$ cat config.mk
export PLATFORM = sky130hd
export DESIGN_NAME = fp_writeback
export DESIGN_NICKNAME = d
export VERILOG_FILES = /design/src/hdl/fp_wb_pkg.sv /design/src/hdl/fp_wb_arbiter.sv /design/src/hdl/fp_normalize.sv /design/src/hdl/fp_round_decision.sv /design/src/hdl/fp_round_stage.sv /design/src/hdl/fp_writeback.sv
export SDC_FILE = /design/constraint.sdc
export NUM_CORES = 1
export LEC_CHECK = 0
export BUFFER_PORTS_ARGS = -buffer_cell sky130_fd_sc_hd__buf_4
export CORE_MARGIN = 3
export CORE_UTILIZATION = 30
export CTS_CLUSTER_SIZE = 14
export DETAILED_ROUTE_END_ITERATION = 10
export GPL_ROUTABILITY_DRIVEN = 0
export PLACE_DENSITY = 0.56
export REMOVE_ABC_BUFFERS = 1
export SLEW_MARGIN = 10
export SYNTH_ARGS = -nofsm -noshare
export SYNTH_HDL_FRONTEND = slang
export SYNTH_HIERARCHICAL = 1
export SYNTH_SLANG_ARGS = --single-unit
$ cat constraint.sdc
create_clock -name clk -period 4.88 [get_ports clk]
set_clock_uncertainty 0.05 [all_clocks]
set_input_delay 0.244 -clock clk [delete_from_list [all_inputs] [get_ports clk]]
set_output_delay 0.244 -clock clk [all_outputs]
set_load 0.005 [all_outputs]
$ cat src/hdl/fp_wb_pkg.sv
// Shared widths, codes and types for the single-precision FPU writeback stage
`default_nettype none

package fp_wb_pkg;

    //////////////////////////////
    // Format widths

    // Single precision layout
    localparam int unsigned FLEN = 32;
    localparam int unsigned EXPO_WIDTH = 8;
    localparam int unsigned FRAC_WIDTH = 23;

    // All-ones exponent, infinity and NaN
    localparam int unsigned EXPO_MAX = 255;

    // Units sharing the one writeback group
    localparam int unsigned NUM_WB_UNITS = 4;

    //////////////////////////////
    // Vector types

    // Sign, exponent, fraction
    typedef logic [FLEN-1:0] fp_word_t;
    typedef logic [EXPO_WIDTH-1:0] expo_t;
    // Fraction, hidden bit not stored
    typedef logic [FRAC_WIDTH-1:0] frac_t;
    // Guard, round, sticky
    typedef logic [2:0] grs_t;
    // Left shift from leading-zero count
    typedef logic [4:0] shift_amt_t;
    typedef logic [2:0] rm_t;
    typedef logic [4:0] fflags_t;
    typedef logic [3:0] id_t;
    typedef logic [$clog2(NUM_WB_UNITS)-1:0] unit_sel_t;

    //////////////////////////////
    // Rounding modes

    // Same encoding as the frm field
    localparam rm_t RM_RNE = 3'd0;
    localparam rm_t RM_RTZ = 3'd1;
    localparam rm_t RM_RDN = 3'd2;
    localparam rm_t RM_RUP = 3'd3;
    localparam rm_t RM_RMM = 3'd4;

    //////////////////////////////
    // Exception flag positions

    // Invalid, div by zero, overflow, underflow, inexact
    localparam int unsigned FLAG_NV = 4;
    localparam int unsigned FLAG_DZ = 3;
    localparam int unsigned FLAG_OF = 2;
    localparam int unsigned FLAG_UF = 1;
    localparam int unsigned FLAG_NX = 0;

endpackage

`default_nettype wire

$ cat src/hdl/fp_wb_arbiter.sv
// Fixed-priority unit select with same-cycle ack and the stage-1 register
`timescale 1ns/1ps
`default_nettype none

module fp_wb_arbiter import fp_wb_pkg::*; (
    input  logic clk,
    input  logic rst,
    // Unit side, one entry per unit
    input  logic [NUM_WB_UNITS-1:0] unit_done,
    input  id_t unit_id [NUM_WB_UNITS],
    input  fp_word_t unit_rd [NUM_WB_UNITS],
    input  rm_t unit_rm [NUM_WB_UNITS],
    input  fflags_t unit_fflags [NUM_WB_UNITS],
    input  shift_amt_t unit_clz [NUM_WB_UNITS],
    input  logic unit_carry [NUM_WB_UNITS],
    input  logic unit_hidden [NUM_WB_UNITS],
    input  logic unit_safe [NUM_WB_UNITS],
    input  grs_t unit_grs [NUM_WB_UNITS],
    output logic [NUM_WB_UNITS-1:0] unit_ack,
    // Stage-1 fields toward normalization
    output logic norm_valid,
    output id_t norm_id,
    output fp_word_t norm_data,
    output rm_t norm_rm,
    output fflags_t norm_fflags,
    output shift_amt_t norm_clz,
    output logic norm_carry,
    output logic norm_hidden,
    output logic norm_safe,
    output grs_t norm_grs
);

    unit_sel_t unit_sel;
    logic any_done;

    //////////////////////////////
    // Priority select

    // Lowest unit index wins
    always_comb begin
        unit_sel = '0;
        for (int i = NUM_WB_UNITS - 1; i >= 0; i--) begin
            if (unit_done[i]) begin
                unit_sel = unit_sel_t'(i);
            end
        end
    end

    assign any_done = |unit_done;

    // One-hot ack, combinational in the done cycle
    always_comb begin
        unit_ack = '0;
        unit_ack[unit_sel] = any_done;
    end

    //////////////////////////////
    // Stage-1 register

    // Valid only control bit here
    always_ff @(posedge clk) begin
        if (rst) begin
            norm_valid <= 1'b0;
        end else begin
            norm_valid <= any_done;
        end
    end

    // Payload of the acked unit
    always_ff @(posedge clk) begin
        norm_id <= unit_id[unit_sel];
        norm_data <= unit_rd[unit_sel];
        norm_rm <= unit_rm[unit_sel];
        norm_fflags <= unit_fflags[unit_sel];
        // Normalization hints
        norm_clz <= unit_clz[unit_sel];
        norm_carry <= unit_carry[unit_sel];
        norm_hidden <= unit_hidden[unit_sel];
        norm_safe <= unit_safe[unit_sel];
        norm_grs <= unit_grs[unit_sel];
    end

endmodule

`default_nettype wire

$ cat src/hdl/fp_normalize.sv
// Normalizes an unrounded result by carry right shift or bounded left shift
`timescale 1ns/1ps
`default_nettype none

module fp_normalize import fp_wb_pkg::*; (
    input  logic sign,
    input  expo_t expo,
    input  frac_t frac,
    input  shift_amt_t clz,
    input  logic hidden,
    input  logic safe,
    input  logic carry,
    input  grs_t grs,
    output logic sign_norm,
    output expo_t expo_norm,
    output frac_t frac_norm,
    output grs_t grs_norm,
    output logic overflow_before_rounding
);

    // Fraction, safe bit, then guard/round/sticky
    logic [FRAC_WIDTH+3:0] frac_string;
    logic [FRAC_WIDTH+3:0] frac_shifted;
    expo_t shift_limit;
    logic limit_hit;
    shift_amt_t shift_amt;
    // One spare bit catches exponent wrap
    logic [EXPO_WIDTH:0] expo_wide;

    //////////////////////////////
    // Left shift bound

    // Never shift past exponent 1
    always_comb begin
        shift_limit = (expo == '0) ? '0 : expo - expo_t'(1);
        limit_hit = expo_t'(clz) > shift_limit;
        // Limit fits, as it is below clz here
        shift_amt = limit_hit ? shift_amt_t'(shift_limit) : clz;
    end

    assign frac_string = {frac, safe, grs};
    // Zero fill from the right
    assign frac_shifted = frac_string << shift_amt;

    //////////////////////////////
    // Select shift direction

    always_comb begin
        if (carry) begin
            // Mantissa grew to 2.x, move right one
            frac_norm = {hidden, frac[FRAC_WIDTH-1:1]};
            grs_norm = {frac[0], grs[2], grs[1] | grs[0]};
            expo_wide = {1'b0, expo} + (EXPO_WIDTH+1)'(1);
        end else begin
            frac_norm = frac_shifted[FRAC_WIDTH+3:4];
            // Guard and round, then the rest folds into sticky
            grs_norm = {frac_shifted[3], frac_shifted[2], |frac_shifted[1:0]};
            // Bounded shift lands in the subnormal range
            if (limit_hit) begin
                expo_wide = '0;
            end else begin
                expo_wide = {1'b0, expo} - (EXPO_WIDTH+1)'(clz);
            end
        end
    end

    assign sign_norm = sign;
    assign expo_norm = expo_wide[EXPO_WIDTH-1:0];
    // Already at infinity exponent before any rounding
    assign overflow_before_rounding = expo_wide >= (EXPO_WIDTH+1)'(EXPO_MAX);

endmodule

`default_nettype wire

$ cat src/hdl/fp_round_decision.sv
// Round-up decision per rounding mode and the result to use on overflow
`timescale 1ns/1ps
`default_nettype none

module fp_round_decision import fp_wb_pkg::*; (
    input  logic sign,
    input  logic lsb,
    input  rm_t rm,
    input  grs_t grs,
    output logic roundup,
    output fp_word_t result_if_overflow
);

    logic inexact;
    logic to_max_finite;

    assign inexact = |grs;

    //////////////////////////////
    // Round-up per mode

    always_comb begin
        case (rm)
            // Ties go to the even neighbour
            RM_RNE: roundup = grs[2] & (grs[1] | grs[0] | lsb);
            RM_RTZ: roundup = 1'b0;
            // Toward minus infinity grows negative magnitudes
            RM_RDN: roundup = sign & inexact;
            RM_RUP: roundup = ~sign & inexact;
            // Ties away from zero
            RM_RMM: roundup = grs[2];
            default: roundup = 1'b0;
        endcase
    end

    //////////////////////////////
    // Overflow value

    // Modes rounding toward zero magnitude clamp to max finite
    assign to_max_finite = (rm == RM_RTZ) |
                           ((rm == RM_RDN) & ~sign) |
                           ((rm == RM_RUP) & sign);

    always_comb begin
        if (to_max_finite) begin
            // Exponent 254, fraction all ones
            result_if_overflow = {sign, expo_t'(EXPO_MAX - 1), {FRAC_WIDTH{1'b1}}};
        end else begin
            result_if_overflow = {sign, expo_t'(EXPO_MAX), {FRAC_WIDTH{1'b0}}};
        end
    end

endmodule

`default_nettype wire

$ cat src/hdl/fp_round_stage.sv
// Stage-2 register, mantissa increment, final flags and the snoop copy
`timescale 1ns/1ps
`default_nettype none

module fp_round_stage import fp_wb_pkg::*; (
    input  logic clk,
    input  logic rst,
    // Normalized packet from stage 1
    input  logic in_valid,
    input  id_t in_id,
    input  logic in_sign,
    input  expo_t in_expo,
    input  frac_t in_frac,
    input  logic in_roundup,
    input  logic in_overflow_before_rounding,
    input  fp_word_t in_result_if_overflow,
    input  fflags_t in_fflags,
    // Register file result
    output logic wb_valid,
    output id_t wb_id,
    output fp_word_t wb_data,
    // Flag CSR update
    output logic flags_valid,
    output id_t flags_id,
    output fflags_t flags,
    // Store forwarding copy
    output logic snoop_valid,
    output id_t snoop_id,
    output fp_word_t snoop_data
);

    // Stage-2 register
    logic s2_valid;
    id_t s2_id;
    logic s2_sign;
    expo_t s2_expo;
    frac_t s2_frac;
    logic s2_roundup;
    logic s2_overflow_before_rounding;
    fp_word_t s2_result_if_overflow;
    fflags_t s2_fflags;

    // Rounding datapath
    logic [FRAC_WIDTH+1:0] mant_sum;
    logic mant_carry;
    frac_t frac_out;
    logic [EXPO_WIDTH:0] expo_sum;
    expo_t expo_out;
    logic overflow;
    logic underflow;
    fflags_t flags_raised;

    //////////////////////////////
    // Stage-2 register

    always_ff @(posedge clk) begin
        if (rst) begin
            s2_valid <= 1'b0;
        end else begin
            s2_valid <= in_valid;
        end
    end

    always_ff @(posedge clk) begin
        s2_id <= in_id;
        s2_sign <= in_sign;
        s2_expo <= in_expo;
        s2_frac <= in_frac;
        s2_roundup <= in_roundup;
        s2_overflow_before_rounding <= in_overflow_before_rounding;
        s2_result_if_overflow <= in_result_if_overflow;
        s2_fflags <= in_fflags;
    end

    //////////////////////////////
    // Increment and renormalize

    // Leading one only for normal numbers
    assign mant_sum = {1'b0, |s2_expo, s2_frac} + (FRAC_WIDTH+2)'(s2_roundup);
    assign mant_carry = mant_sum[FRAC_WIDTH+1];
    // 1.111..1 plus one becomes 10.0, move back right
    assign frac_out = mant_carry ? mant_sum[FRAC_WIDTH:1] : mant_sum[FRAC_WIDTH-1:0];
    assign expo_sum = {1'b0, s2_expo} + (EXPO_WIDTH+1)'(mant_carry);
    assign expo_out = expo_sum[EXPO_WIDTH-1:0];

    // Overflow from rounding or carried in from normalization
    assign overflow = (expo_sum >= (EXPO_WIDTH+1)'(EXPO_MAX)) | s2_overflow_before_rounding;
    // Tiny nonzero result
    assign underflow = (expo_out == '0) & (|frac_out);

    always_comb begin
        flags_raised = '0;
        flags_raised[FLAG_OF] = overflow;
        // Overflow is always inexact
        flags_raised[FLAG_NX] = overflow;
        flags_raised[FLAG_UF] = underflow;
    end

    //////////////////////////////
    // Result outputs

    assign wb_valid = s2_valid;
    assign wb_id = s2_id;
    assign wb_data = overflow ? s2_result_if_overflow : {s2_sign, expo_out, frac_out};

    // Invalid results keep the unit's flags as they are
    assign flags_valid = s2_valid;
    assign flags_id = s2_id;
    assign flags = s2_fflags[FLAG_NV] ? s2_fflags : (s2_fflags | flags_raised);

    //////////////////////////////
    // Snoop register

    // One cycle behind writeback
    always_ff @(posedge clk) begin
        if (rst) begin
            snoop_valid <= 1'b0;
        end else begin
            snoop_valid <= wb_valid;
        end
    end

    always_ff @(posedge clk) begin
        snoop_id <= wb_id;
        snoop_data <= wb_data;
    end

endmodule

`default_nettype wire

$ cat src/hdl/fp_writeback.sv
// FPU writeback top, arbitration into one shared normalize and round pipeline
`timescale 1ns/1ps
`default_nettype none

module fp_writeback import fp_wb_pkg::*; (
    input  logic clk,
    input  logic rst,
    // Execution unit results
    input  logic [NUM_WB_UNITS-1:0] unit_done,
    input  id_t unit_id [NUM_WB_UNITS],
    input  fp_word_t unit_rd [NUM_WB_UNITS],
    input  rm_t unit_rm [NUM_WB_UNITS],
    input  fflags_t unit_fflags [NUM_WB_UNITS],
    input  shift_amt_t unit_clz [NUM_WB_UNITS],
    input  logic unit_carry [NUM_WB_UNITS],
    input  logic unit_hidden [NUM_WB_UNITS],
    input  logic unit_safe [NUM_WB_UNITS],
    input  grs_t unit_grs [NUM_WB_UNITS],
    output logic [NUM_WB_UNITS-1:0] unit_ack,
    // Writeback, flags and snoop
    output logic wb_valid,
    output id_t wb_id,
    output fp_word_t wb_data,
    output logic flags_valid,
    output id_t flags_id,
    output fflags_t flags,
    output logic snoop_valid,
    output id_t snoop_id,
    output fp_word_t snoop_data
);

    // Stage 1
    logic norm_valid;
    id_t norm_id;
    fp_word_t norm_data;
    rm_t norm_rm;
    fflags_t norm_fflags;
    shift_amt_t norm_clz;
    logic norm_carry;
    logic norm_hidden;
    logic norm_safe;
    grs_t norm_grs;

    // Normalized value and round decision
    logic sign_norm;
    expo_t expo_norm;
    frac_t frac_norm;
    grs_t grs_norm;
    logic overflow_before_rounding;
    logic roundup;
    fp_word_t result_if_overflow;
    fflags_t round_fflags;

    //////////////////////////////
    // Arbitration

    fp_wb_arbiter fp_wb_arbiter_inst (
        .clk (clk),
        .rst (rst),
        .unit_done (unit_done),
        .unit_id (unit_id),
        .unit_rd (unit_rd),
        .unit_rm (unit_rm),
        .unit_fflags (unit_fflags),
        .unit_clz (unit_clz),
        .unit_carry (unit_carry),
        .unit_hidden (unit_hidden),
        .unit_safe (unit_safe),
        .unit_grs (unit_grs),
        .unit_ack (unit_ack),
        .norm_valid (norm_valid),
        .norm_id (norm_id),
        .norm_data (norm_data),
        .norm_rm (norm_rm),
        .norm_fflags (norm_fflags),
        .norm_clz (norm_clz),
        .norm_carry (norm_carry),
        .norm_hidden (norm_hidden),
        .norm_safe (norm_safe),
        .norm_grs (norm_grs)
    );

    //////////////////////////////
    // Normalize and decide

    // Unpack sign, exponent, fraction
    fp_normalize fp_normalize_inst (
        .sign (norm_data[FLEN-1]),
        .expo (norm_data[FLEN-2 -: EXPO_WIDTH]),
        .frac (norm_data[FRAC_WIDTH-1:0]),
        .clz (norm_clz),
        .hidden (norm_hidden),
        .safe (norm_safe),
        .carry (norm_carry),
        .grs (norm_grs),
        .sign_norm (sign_norm),
        .expo_norm (expo_norm),
        .frac_norm (frac_norm),
        .grs_norm (grs_norm),
        .overflow_before_rounding (overflow_before_rounding)
    );

    fp_round_decision fp_round_decision_inst (
        .sign (sign_norm),
        .lsb (frac_norm[0]),
        .rm (norm_rm),
        .grs (grs_norm),
        .roundup (roundup),
        .result_if_overflow (result_if_overflow)
    );

    // Lost bits after normalization mean inexact
    assign round_fflags = norm_fflags | (fflags_t'(|grs_norm) << FLAG_NX);

    //////////////////////////////
    // Round and publish

    fp_round_stage fp_round_stage_inst (
        .clk (clk),
        .rst (rst),
        .in_valid (norm_valid),
        .in_id (norm_id),
        .in_sign (sign_norm),
        .in_expo (expo_norm),
        .in_frac (frac_norm),
        .in_roundup (roundup),
        .in_overflow_before_rounding (overflow_before_rounding),
        .in_result_if_overflow (result_if_overflow),
        .in_fflags (round_fflags),
        .wb_valid (wb_valid),
        .wb_id (wb_id),
        .wb_data (wb_data),
        .flags_valid (flags_valid),
        .flags_id (flags_id),
        .flags (flags),
        .snoop_valid (snoop_valid),
        .snoop_id (snoop_id),
        .snoop_data (snoop_data)
    );

endmodule

`default_nettype wire

# After elaboration in Yosys (flattened, before gate mapping)
# Cells that the tools add are included.
totals:
  ff_bits: 169
  inputBits: 226
  out_inout_bits: 88
  wordCells: 108
classes:
  addsub: 5
  magnitude_cmp: 6
  eq_ne: 4
  shifts: 1
  muxes: 44
  n_bitwise: 17
  reduce_logical: 9
op_table:
  columns: ["cell", "n"]
  rows:
  - ["$mux 32", 3]
  - ["$bmux 32 s2", 1]
  - ["$mux 23", 2]
  - ["$mux 5", 6]
  - ["$shl 27x5->27", 1]
  - ["$add 24x1->25", 1]
  - ["$mux 24", 1]
  - ["$reduce_or 23->1", 1]
  - ["$bmux 5 s2", 2]
  - ["$ge 9x8->1 const B", 2]
  - ["$mux 9", 2]
  - ["$logic_not 8->1", 2]
  - ["$mux 3", 5]
  - ["$bmux 3 s2", 2]
  - ["$add 8x1->9", 1]
  - ["$add 8x1->9 const B", 1]
  - ["$sub 8x5->9", 1]
  - ["$bmux 4 s2", 1]
  - ["$gt 5x8->1", 1]
  - ["$mux 2", 4]
  - ["$mux 4", 2]
  - ["$mux 8", 1]
  - ["$reduce_or 8->1", 1]
  - ["$sub 8x1->8 const B", 1]
  - ["22 further kinds", 41]

# Logic depth before layout (Yosys ltp)
# Gate-level depths: netlist (run 1).
logic_depth:
  ltp_word: 11
  depth_mapped: 21
  depth_no_buf: 17

# By module
# Netlist (run 1), hierarchy kept.
by_module_without_submodules:
  columns: ["mod", "instances", "cells_per_inst", "area_each_um2", "seq_area_each_um2"]
  rows:
  - ["fp_round_stage", 1, 362, 3843.7, 2262.2]
  - ["fp_wb_arbiter", 1, 322, 2887.8, 1121.1]
  - ["fp_normalize", 1, 426, 2761.4, 0.0]
  - ["fp_round_decision", 1, 43, 326.6, 0.0]
  - ["fp_writeback", 1, 1, 7.5, 0.0]

# Worst setup path before layout (run 1)
# OpenSTA, ideal clock, no wires.
synth_timing:
  kind: "flip-flop to flip-flop"
  startpoint: "register fp_wb_arbiter_inst.norm_data[23]"
  endpoint: "register fp_round_stage_inst.s2_fflags[0]"
  setup_ns: 0.134
  arrival_time_ns: 4.223
  required_ns: 4.696
  setup_slack_ns: 0.473
  path_stages_with_launch: 21
  path_buffers: 4
  synth_period_minus_slack_ns: 4.407
  cell_sequence: "dfxtp_1 > buf_2 > inv_1 > ha_1 > or4b_1 > o211ai_1 > nand2_1 > inv_1 > ha_1 > and3_1 > and3_1 > a21o_1 > or4_1 > buf_2 > nand2_2 > buf_6 > buf_2 > nand3_1 > and3_1 > a22o_1 > or4_1"
synth_between:
  word_cells_on_any_way: 10
  classes_between: "1 x add/sub; 1 x order compare; 1 x shift; 3 x mux; 1 x bitwise; 3 x reduce/logical"
synth_rtl:
  columns: ["element", "line", "source"]
  rows:
  - ["start, declared", "fp_wb_arbiter.sv:23", "output fp_word_t norm_data,"]
  - ["start signal, assigned", "fp_wb_arbiter.sv:72", "norm_data <= unit_rd[unit_sel];"]
  - ["$sub 8x1->8 / $logic_not 8->1 (equally long branches)", "fp_normalize.sv:35", "shift_limit = (expo == '0) ? '0 : expo - expo_t'(1);"]
  - ["$mux 8 *", "fp_normalize.sv:35", null]
  - ["$gt 5x8->1", "fp_normalize.sv:36", "limit_hit = expo_t'(clz) > shift_limit;"]
  - ["$mux 5 *", "fp_normalize.sv:38", "shift_amt = limit_hit ? shift_amt_t'(shift_limit) : clz;"]
  - ["$shl 27x5->27 *", "fp_normalize.sv:43", "assign frac_shifted = frac_string << shift_amt;"]
  - ["$mux 3 *", "fp_normalize.sv:49", "if (carry) begin"]
  - ["net grs_norm[2]", "fp_writeback.sv:48", "grs_t grs_norm;"]
  - ["$reduce_or 3->1 *", "fp_writeback.sv:113", "assign round_fflags = norm_fflags | (fflags_t'(|grs_norm) << FLAG_NX);"]
  - ["$or 5x1->5 *", "fp_writeback.sv:113", null]
  - ["net round_fflags[0]", "fp_writeback.sv:52", "fflags_t round_fflags;"]
  - ["end signal, assigned", "fp_round_stage.sv:72", "s2_fflags <= in_fflags;"]
  - ["end, declared", "fp_round_stage.sv:41", "fflags_t s2_fflags;"]
# The timed path passes the listed nets; every way through them passes the cells marked *.
# A chain may end at the register's enable or synchronous reset.

# Final worst setup path (run 1)
layout_timing:
  startpoint: "register fp_wb_arbiter_inst.norm_data[23]"
  endpoint: "register fp_round_stage_inst.s2_frac[21]"
layout_between:
  elab_chain_cells: 6
  word_cells_on_any_way: 7
  classes_between: "1 x add/sub; 1 x order compare; 1 x shift; 3 x mux; 1 x reduce/logical"
layout_rtl:
  columns: ["element", "line", "source"]
  rows:
  - ["$sub 8x1->8 / $logic_not 8->1 (equally long branches)", "fp_normalize.sv:35", null]
  - ["$mux 8 *", "fp_normalize.sv:35", null]
  - ["$gt 5x8->1", "fp_normalize.sv:36", null]
  - ["$mux 5 *", "fp_normalize.sv:38", null]
  - ["$shl 27x5->27 *", "fp_normalize.sv:43", null]
  - ["$mux 23 *", "fp_normalize.sv:49", null]
  - ["net frac_norm[21]", "fp_writeback.sv:47", "frac_t frac_norm;"]
  - ["end signal, assigned", "fp_round_stage.sv:68", "s2_frac <= in_frac;"]
  - ["end, declared", "fp_round_stage.sv:37", "frac_t s2_frac;"]
# Marks and branches as above.

==> metrics.md, run 1 <==
| Metric | Value |
|---|---|
| Vias per cell | `about 5.2` |
| Lkg Pwr | `5.98 nW` |
| Crit end category | `flop` |
| Core ar. | `0.0319 mm²` |
| Post-synthesis instance total | `1154` |
| Setup crit start kind | `flop` |
| First-pass GRT wire length | `between 50 and 60 mm` |
| Clock buffer count from CTS | `17` |
| Fmax achieved | `approximately 0.21 GHz` |
| Vias | `9829` |
| Worst-skew pair later-pin latency | `0.43 ns` |
| Final ANT Viol Nets | `0` |
| Worst setup margin | `0.224 ns` |
| Worst path cell trace | `inv_1, ha_1, or4b_1, o211ai_1, nand2_1, inv_1, ha_1, and3_1, and3_1, a21o_1, or4_1, nand2_4, buf_4, mux2i_1, mux2i_1, a32o_1, a211o_1` |
| GR Util All Layers | `0.178` |
| Post-DP HPWL | `24.6 mm` |
| DRT Pass-1 Iters | `5` |
| Hold_ws | `~0.012 ns` |
| Clock root buffer | `clkbuf_16` |
| Worst Path Required | `5.14 ns` |
| H-tree levels | `4` |
| Rows | `65` |
| Min-delay worst type | `in2reg` |
| Flops & latches, synth | `around 170` |
| Residual DRC | `0` |
| Min cycle time layout | `~4.7 ns` |
| IO Pins | `314` |
| Power per Cell Area | `351 mW/mm²` |
| Period utilization | `0.954` |
| Mapped Area | `0.00983 mm²` |
| Area growth syn-to-layout | `35.6%` |
| Nets | `1688` |
| Asr flop ratio synth | `0` |
| Worst-path clk slew | `0.07 ns` |
| RSZ-0062 raised after global routing | `yes` |
| EDFF count, synth | `0` |
| Final Hold Fails | `0` |
| Crit Path Max Fanout | `18` |
| CP max stage delay | `0.67 ns` |
| Antenna violations before repair | `0` |
| Wirelength, routed | `32.5 mm` |
| Prevailing post-synth register cell | `dfxtp_1` |
| CTS max path bufs | `2` |
| Max-slew violation count | `0` |
| Fill cells | `3261` |
| Worst-margin pin slew | `1.14 ns` |
| Status | `complete, no violations` |
| Count of different cell masters after synthesis | `95` |
| Initial Utilization | `0.308` |
| CTS tree | `built` |
| Pwr Total | `4.67 mW` |
| Die W | `187 µm` |
| Share of cells above drive strength 1 | `0.290` |
| Multi-input logic area | `0.00547 mm²` |
| Slew HR | `0.242` |
| CP Data Arrival Time | `4.92 ns` |
| PortBufs | `313` |
| Pin count of the biggest net entering global routing | `83` |
| Sequential-to-total area share from yosys stat | `0.344` |
| Final setup viols | `0` |
| DRT iter0 DRCs | `between 600 and 700` |
| Max Cap Viol | `0` |
| Gr ovfl total | `0` |
| Antenna cells | `0` |
| Vias in the first global route | `9577` |
| Setup CP Type | `reg2reg` |
| Peak supply drop | `0.258 mV` |
| Avg Inst Size Synth | `roughly 8.5 µm²` |
| Sequential standard cell area | `0.00338 mm²` |
| Pre-CTS setup slack | `0.218 ns` |
| Yosys warns | `6` |
| Routed wire length per instance | `~17 µm` |
| CP max stage cell | `or4_1` |
| Die H | `187 µm` |
| Clock Sink Count | `169` |
| Setup Fix Bufs, Post-CTS | `0` |
| Die ar. | `roughly 0.035 mm²` |
==> final cells by class <==
class                      count  share of cell area
multi-input combinational    788               0.411
sequential                   169               0.254
timing repair buffer         388               0.230
tap                          435              0.0408
clock buffer                  17              0.0319
inverter                      79              0.0222
clock inverter                15              0.0103
==> report_power, final <==
group          switching, mW  leakage, nW  internal, mW
logic                  0.786         4.29         0.784
registers              0.207         1.42          1.61
clock network          0.612        0.270         0.672
total                   1.61         5.98          3.07
==> sequential cells by signal, indices dropped and copies added (netlist names), 5 cells and up <==
signal                                     cells
fp_round_stage_inst/s2_fflags                  5
fp_round_stage_inst/s2_frac                   23
fp_wb_arbiter_inst/norm_fflags                 5
fp_round_stage_inst/s2_expo                    8
fp_wb_arbiter_inst/norm_data                  32
fp_wb_arbiter_inst/norm_clz                    5
fp_round_stage_inst/snoop_data                32
fp_round_stage_inst/s2_result_if_overflow     32
==> layout by cell type, fill, tap and decap left out, types with 16 or more instances in the layout <==
master           n
xnor2_1         21
a221o_1         57
clkbuf_16       17
dfxtp_1        169
a22o_1          59
o21ai_0         40
inv_1           79
a21oi_1         99
nor3_1          17
nand2_1         55
ha_1            17
nor2_1          82
buf_4          334
nand3_1         64
and3_1          20
dlygate4sd3_1   52
mux2i_1         16
==> cells by family (layout without fill, tap and decap cells) <==
kind of cell / count (synthesis) / after routing / share of synthesized area
buffers and inverters: 203 / 499 / 0.106
other: 1 / 7 / 0.000382
AND/OR/NAND/NOR: 326 / 326 / 0.177
adder cells (fa/ha/maj): 19 / 19 / 0.0250
AO/OA/AOI/OAI: 370 / 370 / 0.276
XOR/XNOR: 33 / 33 / 0.0302
flip-flops: 169 / 169 / 0.344
multiplexers: 33 / 33 / 0.0411
==> layer usage <==
metal  vias to the layer above  GRT usage  share of wire
li1                       4783          -              -
met1                      4511      0.227           0.43
met2                       466      0.294           0.46
met3                        69     0.0465          0.082
met4                         0     0.0608          0.027
met5                         -          0              0
==> worst paths after layout <==
kind | start | endpoint | slack, ns | cells past startpoint
worst max-delay path | fp_wb_arbiter_inst/norm_data[23] | fp_round_stage_inst/s2_frac[21] | 0.22 | 17
worst min-delay path | unit_rd[105] | fp_wb_arbiter_inst/norm_data[9] | 0.01 | 2
worst max register to register | fp_wb_arbiter_inst/norm_data[23] | fp_round_stage_inst/s2_frac[21] | 0.22 | 17
worst min register to register | fp_wb_arbiter_inst/norm_fflags[4] | fp_round_stage_inst/s2_fflags[4] | 0.28 | 0
==> per-stage QoR <==
step	setup TNS, ns	cell area (µm²)	instances	utilization
after global placement	0	12200	1807	0.383
after CTS	0	13300	1890	0.417
after floorplan	0	9110	1036	-
after global routing	-0.0262	13300	1891	0.418
after detailed placement	0	12200	1807	0.383
final	0	13300	1891	0.418
==> cell usage after synthesis (7+ instances only) <==
cell | n | area share
nor3_1 | 17 | 0.0087
nor4_1 | 11 | 0.0070
clkbuf_1 | 40 | 0.015
buf_2 | 31 | 0.016
and3_1 | 20 | 0.013
nor2b_1 | 11 | 0.0070
dfxtp_1 | 169 | 0.34
a211oi_1 | 11 | 0.0084
nor2_1 | 83 | 0.032
a31oi_1 | 7 | 0.0045
xor2_1 | 11 | 0.0098
mux2i_1 | 16 | 0.016
mux2_2 | 10 | 0.011
buf_4 | 41 | 0.031
a21oi_1 | 100 | 0.051
o21ai_0 | 41 | 0.021
a22o_1 | 60 | 0.053
inv_1 | 79 | 0.030
a211o_1 | 9 | 0.0080
nand4_1 | 11 | 0.0070
nand3_1 | 64 | 0.033
buf_6 | 11 | 0.013
o211ai_1 | 11 | 0.0084
a221o_1 | 57 | 0.058
xnor2_1 | 21 | 0.019
nand2_1 | 55 | 0.021
ha_1 | 18 | 0.023
==> repair_timing <==
item                       CTS  global route
hold endpoints to repair    53             1
resized for setup            0             9
hold buffers                51             1
setup endpoints to repair    0            49
==> critical path: cells and delay by family, from the launching register on <==
family | cells | cell delay, ns
AOI/OAI and AO/OA | 4 | 0.91
adders and majority gates | 2 | 0.41
buffers and inverters | 3 | 0.47
DFF | 1 | 0.40
muxes | 2 | 0.40
and+or+nand+nor | 6 | 1.92
No activity file was read; power rests on OpenSTA's default activity.
==> inputs of run 2 (changes only) <==
Settings changed: ABC_AREA from default to 1, MAX_ROUTING_LAYER from default to met4, PLACE_DENSITY 0.56 to 0.55.
==> metrics.md, run 2 <==
| Metric | Value |
|---|---|
| Die W | `193 µm (was 187 µm)` |
| Clock Sink Count | `169 (unchanged)` |
| Most instantiated cells after synthesis | `nand3_1 (437), nand2_1 (398), inv_1 (230) (was dfxtp_1 (169), a21oi_1 (100), nor2_1 (83))` |
| Rows | `67 (was 65)` |
| Worst-path clk slew | `0.08 ns (was 0.07 ns)` |
| CP max stage cell | `dfxtp_1 (was or4_1)` |
| Lkg Pwr | `6.93 nW (was 5.98 nW)` |
| Max-slew violation count | `0 (unchanged)` |
| Finished Cell Area | `0.0133 mm² (about the same)` |
| Crit Reg-Reg Startpoint | `fp_wb_arbiter_inst/norm_data[23] (unchanged)` |
| Final setup viols | `0 (unchanged)` |
| Internal | `3.05 mW (was 3.07 mW)` |
| Top-area cell type share of the netlist area | `0.323 (was 0.344)` |
| Clock buffer count from CTS | `17 (unchanged)` |
| Worst Hold Endpoint | `fp_wb_arbiter_inst/norm_id[3] (was fp_wb_arbiter_inst/norm_data[9])` |
| HP Start | `unit_id[7] (was unit_rd[105])` |
| Peak supply drop | `0.247 mV (was 0.258 mV)` |
| Vias per cell | `4.74 (was 5.20)` |
| IO Pins | `314 (unchanged)` |
| Clock root buffer | `clkbuf_16 (unchanged)` |
| Power per Cell Area | `356 mW/mm² (was 351 mW/mm²)` |
| Gate power share | `0.341 (was 0.336)` |
| Area growth syn-to-layout | `27.5% (was 35.6%)` |
| R2R Setup Slk | `0.89 ns (was 0.22 ns)` |
| H-tree levels | `4 (unchanged)` |
| CP max stage delay | `0.32 ns (was 0.67 ns)` |
| Crit path top cell by count | `ha_1` |
| Most common cell after layout, fill and taps aside | `nand3_1 (was buf_4)` |
| Crit end category | `primary output (was flop)` |
| Mapped Area | `0.0105 mm² (was 0.00983 mm²)` |
| Fill cells | `3684 (was 3261)` |
| Period utilization | `0.844 (was 0.954)` |
| CTS max path bufs | `2 (unchanged)` |
| First-pass GRT wire length | `52.7 mm (was 50.9 mm)` |
| Final Core Density | `0.393 (was 0.418)` |
| Sequential-to-total area share from yosys stat | `0.323 (was 0.344)` |
| Worst-margin pin slew | `1.13 ns (was 1.14 ns)` |
| Count leader, synth | `nand3_1 (was dfxtp_1)` |
| Sequential power share | `0.383 (was 0.389)` |
| Wirelength, routed | `33.2 mm (was 32.5 mm)` |
| Crit Path Max Fanout | `12 (was 18)` |
| Yosys warns | `6 (unchanged)` |
| Pin count of the biggest net entering global routing | `57 (was 83)` |
| Residual DRC | `0 (unchanged)` |
| Routed wire length per instance | `14.3 µm (was 17.2 µm)` |
| PortBufs | `313 (unchanged)` |
| Count of different cell masters after synthesis | `46 (was 95)` |
| Post-DP HPWL | `25.6 mm (was 24.6 mm)` |
| Setup crit start kind | `flop (unchanged)` |
| Commonest cells after routing, fill and taps aside | `nand3_1 (437), nand2_1 (396), buf_4 (324), inv_1 (229), dfxtp_1 (169) (was buf_4 (334), dfxtp_1 (169), a21oi_1 (99), nor2_1 (82), inv_1 (79))` |
| Antenna violations before repair | `0 (unchanged)` |
| Post-synth top area cell | `dfxtp_1 (unchanged)` |
| CP Data Arrival Time | `3.83 ns (was 4.92 ns)` |
| Biggest regs | `fp_round_stage_inst/s2_result_if_overflow x32, fp_round_stage_inst/snoop_data x32, fp_wb_arbiter_inst/norm_data x32 (unchanged)` |
| Post-synthesis instance total | `1626 (was 1154)` |
| Fmax achieved | `0.243 GHz (was 0.215 GHz)` |
| DRT Pass-1 Iters | `5 (unchanged)` |
| Final TNS setup | `0 ns (unchanged)` |
| Avg Inst Size Synth | `6.43 µm² (was 8.52 µm²)` |
| Final ANT Viol Nets | `0 (unchanged)` |
| Min cycle time layout | `4.12 ns (was 4.66 ns)` |
| Worst Path Required | `4.59 ns (was 5.14 ns)` |
| Vias | `11000 (was 9829)` |
| Worst r2r dst | `fp_round_stage_inst/s2_roundup (was fp_round_stage_inst/s2_frac[21])` |
| Synth area leaders | `dfxtp_1 (32%), nand3_1 (21%), nand2_1 (14%), inv_1 (8.3%), buf_4 (4.1%) (was dfxtp_1 (34%), a221o_1 (5.8%), a22o_1 (5.3%), a21oi_1 (5.1%), nand3_1 (3.3%))` |
| Prevailing post-synth register cell | `dfxtp_1 (unchanged)` |
| Placed instance area | `0.0127 mm² (was 0.0122 mm²)` |
| Status | `complete, no violations (unchanged)` |
| DRT iter0 DRCs | `817 (was 684)` |
| Net Sw Frac | `0.356 (was 0.344)` |
| Hold Path Stages | `5 (was 2)` |
| Die ar. | `0.0371 mm² (was 0.0350 mm²)` |
| R2R depth | `22 (was 17)` |
| EDFF count, synth | `0 (unchanged)` |
| Die H | `193 µm (was 187 µm)` |
| Initial Utilization | `0.308 (about the same)` |
| Worst path cell trace | `ha_1, ha_1, nand2_2, nor2_8, nand3_4, nor2_8, nand3_4, inv_1, ha_1, nand2_1, nor2_1, nand2_1, xor2_1, nor2_1, nand3_1, nand3b_1, buf_4, o21ai_1, buf_4 (was inv_1, ha_1, or4b_1, o211ai_1, nand2_1, inv_1, ha_1, and3_1, and3_1, a21o_1, or4_1, nand2_4, buf_4, mux2i_1, mux2i_1, a32o_1, a211o_1)` |
| Flops & latches, synth | `169 (unchanged)` |
| Setup CP Type | `reg2out (was reg2reg)` |
| Vias in the first global route | `10400 (was 9577)` |
| Max Cap Viol | `0 (unchanged)` |
| Slew HR | `0.245 (was 0.242)` |
| GR Util All Layers | `0.181 (was 0.178)` |
| Gr ovfl total | `0 (unchanged)` |
| Antenna cells | `0 (unchanged)` |
| CTS tree | `built (unchanged)` |
| Worst-skew pair later-pin latency | `0.44 ns (was 0.43 ns)` |
| Min-delay worst type | `in2reg (unchanged)` |
| Nets | `2103 (was 1688)` |
| Final Hold Fails | `0 (unchanged)` |
| Share of cells above drive strength 1 | `0.212 (was 0.290)` |
| P_sw | `1.69 mW (was 1.61 mW)` |
| RSZ-0062 raised after global routing | `no (was yes)` |
| Core ar. | `0.0340 mm² (was 0.0319 mm²)` |
| Asr flop ratio synth | `0 (unchanged)` |
| Clock network power share | `0.276 (was 0.275)` |
run 2: changes by cell type after synthesis, sizes merged, moves of 20 or more:
| cell | change |
|---|---|
| buf | +27 |
| nand2 | +347 |
| a22o | -59 |
| clkbuf | -31 |
| a221o | -57 |
| inv | +159 |
| nand3 | +376 |
| a21oi | -80 |
| and3 | -20 |
run 2: metrics by stage:
step	setup WS, ns	power, mW	hold slack (ns)	cells
floorplan	0.733	2.70	0.260	1512
global placement	1.01	3.45	0.261	2284
detailed placement	0.880	3.46	0.264	2284
CTS	0.418	4.80	0.00249	2317
global route	0.330	5.07	0.0354	2318
finish	0.759	4.74	0.0253	2318
run 2: layout make-up:
class	count	area, µm²	share of cell area
Multi-Input combinational cell	1102	5450	0.408
Tap cell	448	561	0.0420
Inverter	241	905	0.0678
Clock buffer	17	425	0.0319
Clock inverter	14	141	0.0106
Timing Repair Buffer	327	2470	0.185
Sequential cell	169	3380	0.254
run 2: worst max-delay path by stage:
stage                                   startpoint     endpoint  slack, ns  cells after the start
global placement    fp_round_stage_inst/s2_frac[0]  wb_data[23]       1.01                     19
global route        fp_round_stage_inst/s2_frac[0]   wb_data[2]       0.33                     20
finish              fp_round_stage_inst/s2_frac[0]  wb_data[28]       0.76                     19
detailed placement  fp_round_stage_inst/s2_frac[0]   wb_data[2]       0.88                     19
floorplan           fp_round_stage_inst/s2_frac[0]   wb_data[0]       0.73                     17
CTS                 fp_round_stage_inst/s2_frac[0]   wb_data[2]       0.42                     19
run 2: worst max-delay path, delay by kind of cell (launching register included):
kind            cells  cell delay, ns
simple gates       11            1.44
fa+ha+maj           3            0.58
buf+inv             3            0.53
flops               1            0.32
xor+xnor            1            0.27
compound gates      1            0.25
run 2: layer usage:
metal	vias to the layer above	wire length (µm)	global-route usage
li1	5619	-	-
met1	4934	14800	0.230
met2	390	15700	0.298
met3	37	2210	0.0278
met4	0	469	0.0507
met5	-	0	-
run 2: cells by family after synthesis:
| group | count (synthesis) | synth area share |
|---|---|---|
| compound gates | 92 | 0.0514 |
| xor+xnor | 27 | 0.0226 |
| fa+ha+maj | 19 | 0.0234 |
| buf+inv | 361 | 0.161 |
| flops | 169 | 0.323 |
| mux | 1 | 0.000957 |
| other cells | 1 | 0.000359 |
| simple gates | 956 | 0.417 |
run 2: power by group through the flow:
stage          Clock [mW]  Combinational, mW  Sequential, mW
2_1_floorplan           0              0.894            1.80
3_3_place_gp            0               1.61            1.84
3_5_place_dp            0               1.62            1.85
4_1_cts              1.37               1.62            1.81
5_1_grt              1.42               1.82            1.84
6_report             1.31               1.62            1.81
run 2: what timing repair did:
item | 4_1_cts | 5_1_grt
gates resized for setup | 0 | 0
buffers inserted | 0 | 1
setup endpoints to repair | 0 | 1
endpoints found under the hold margin | 4 | 0
hold buffers | 2 | 0
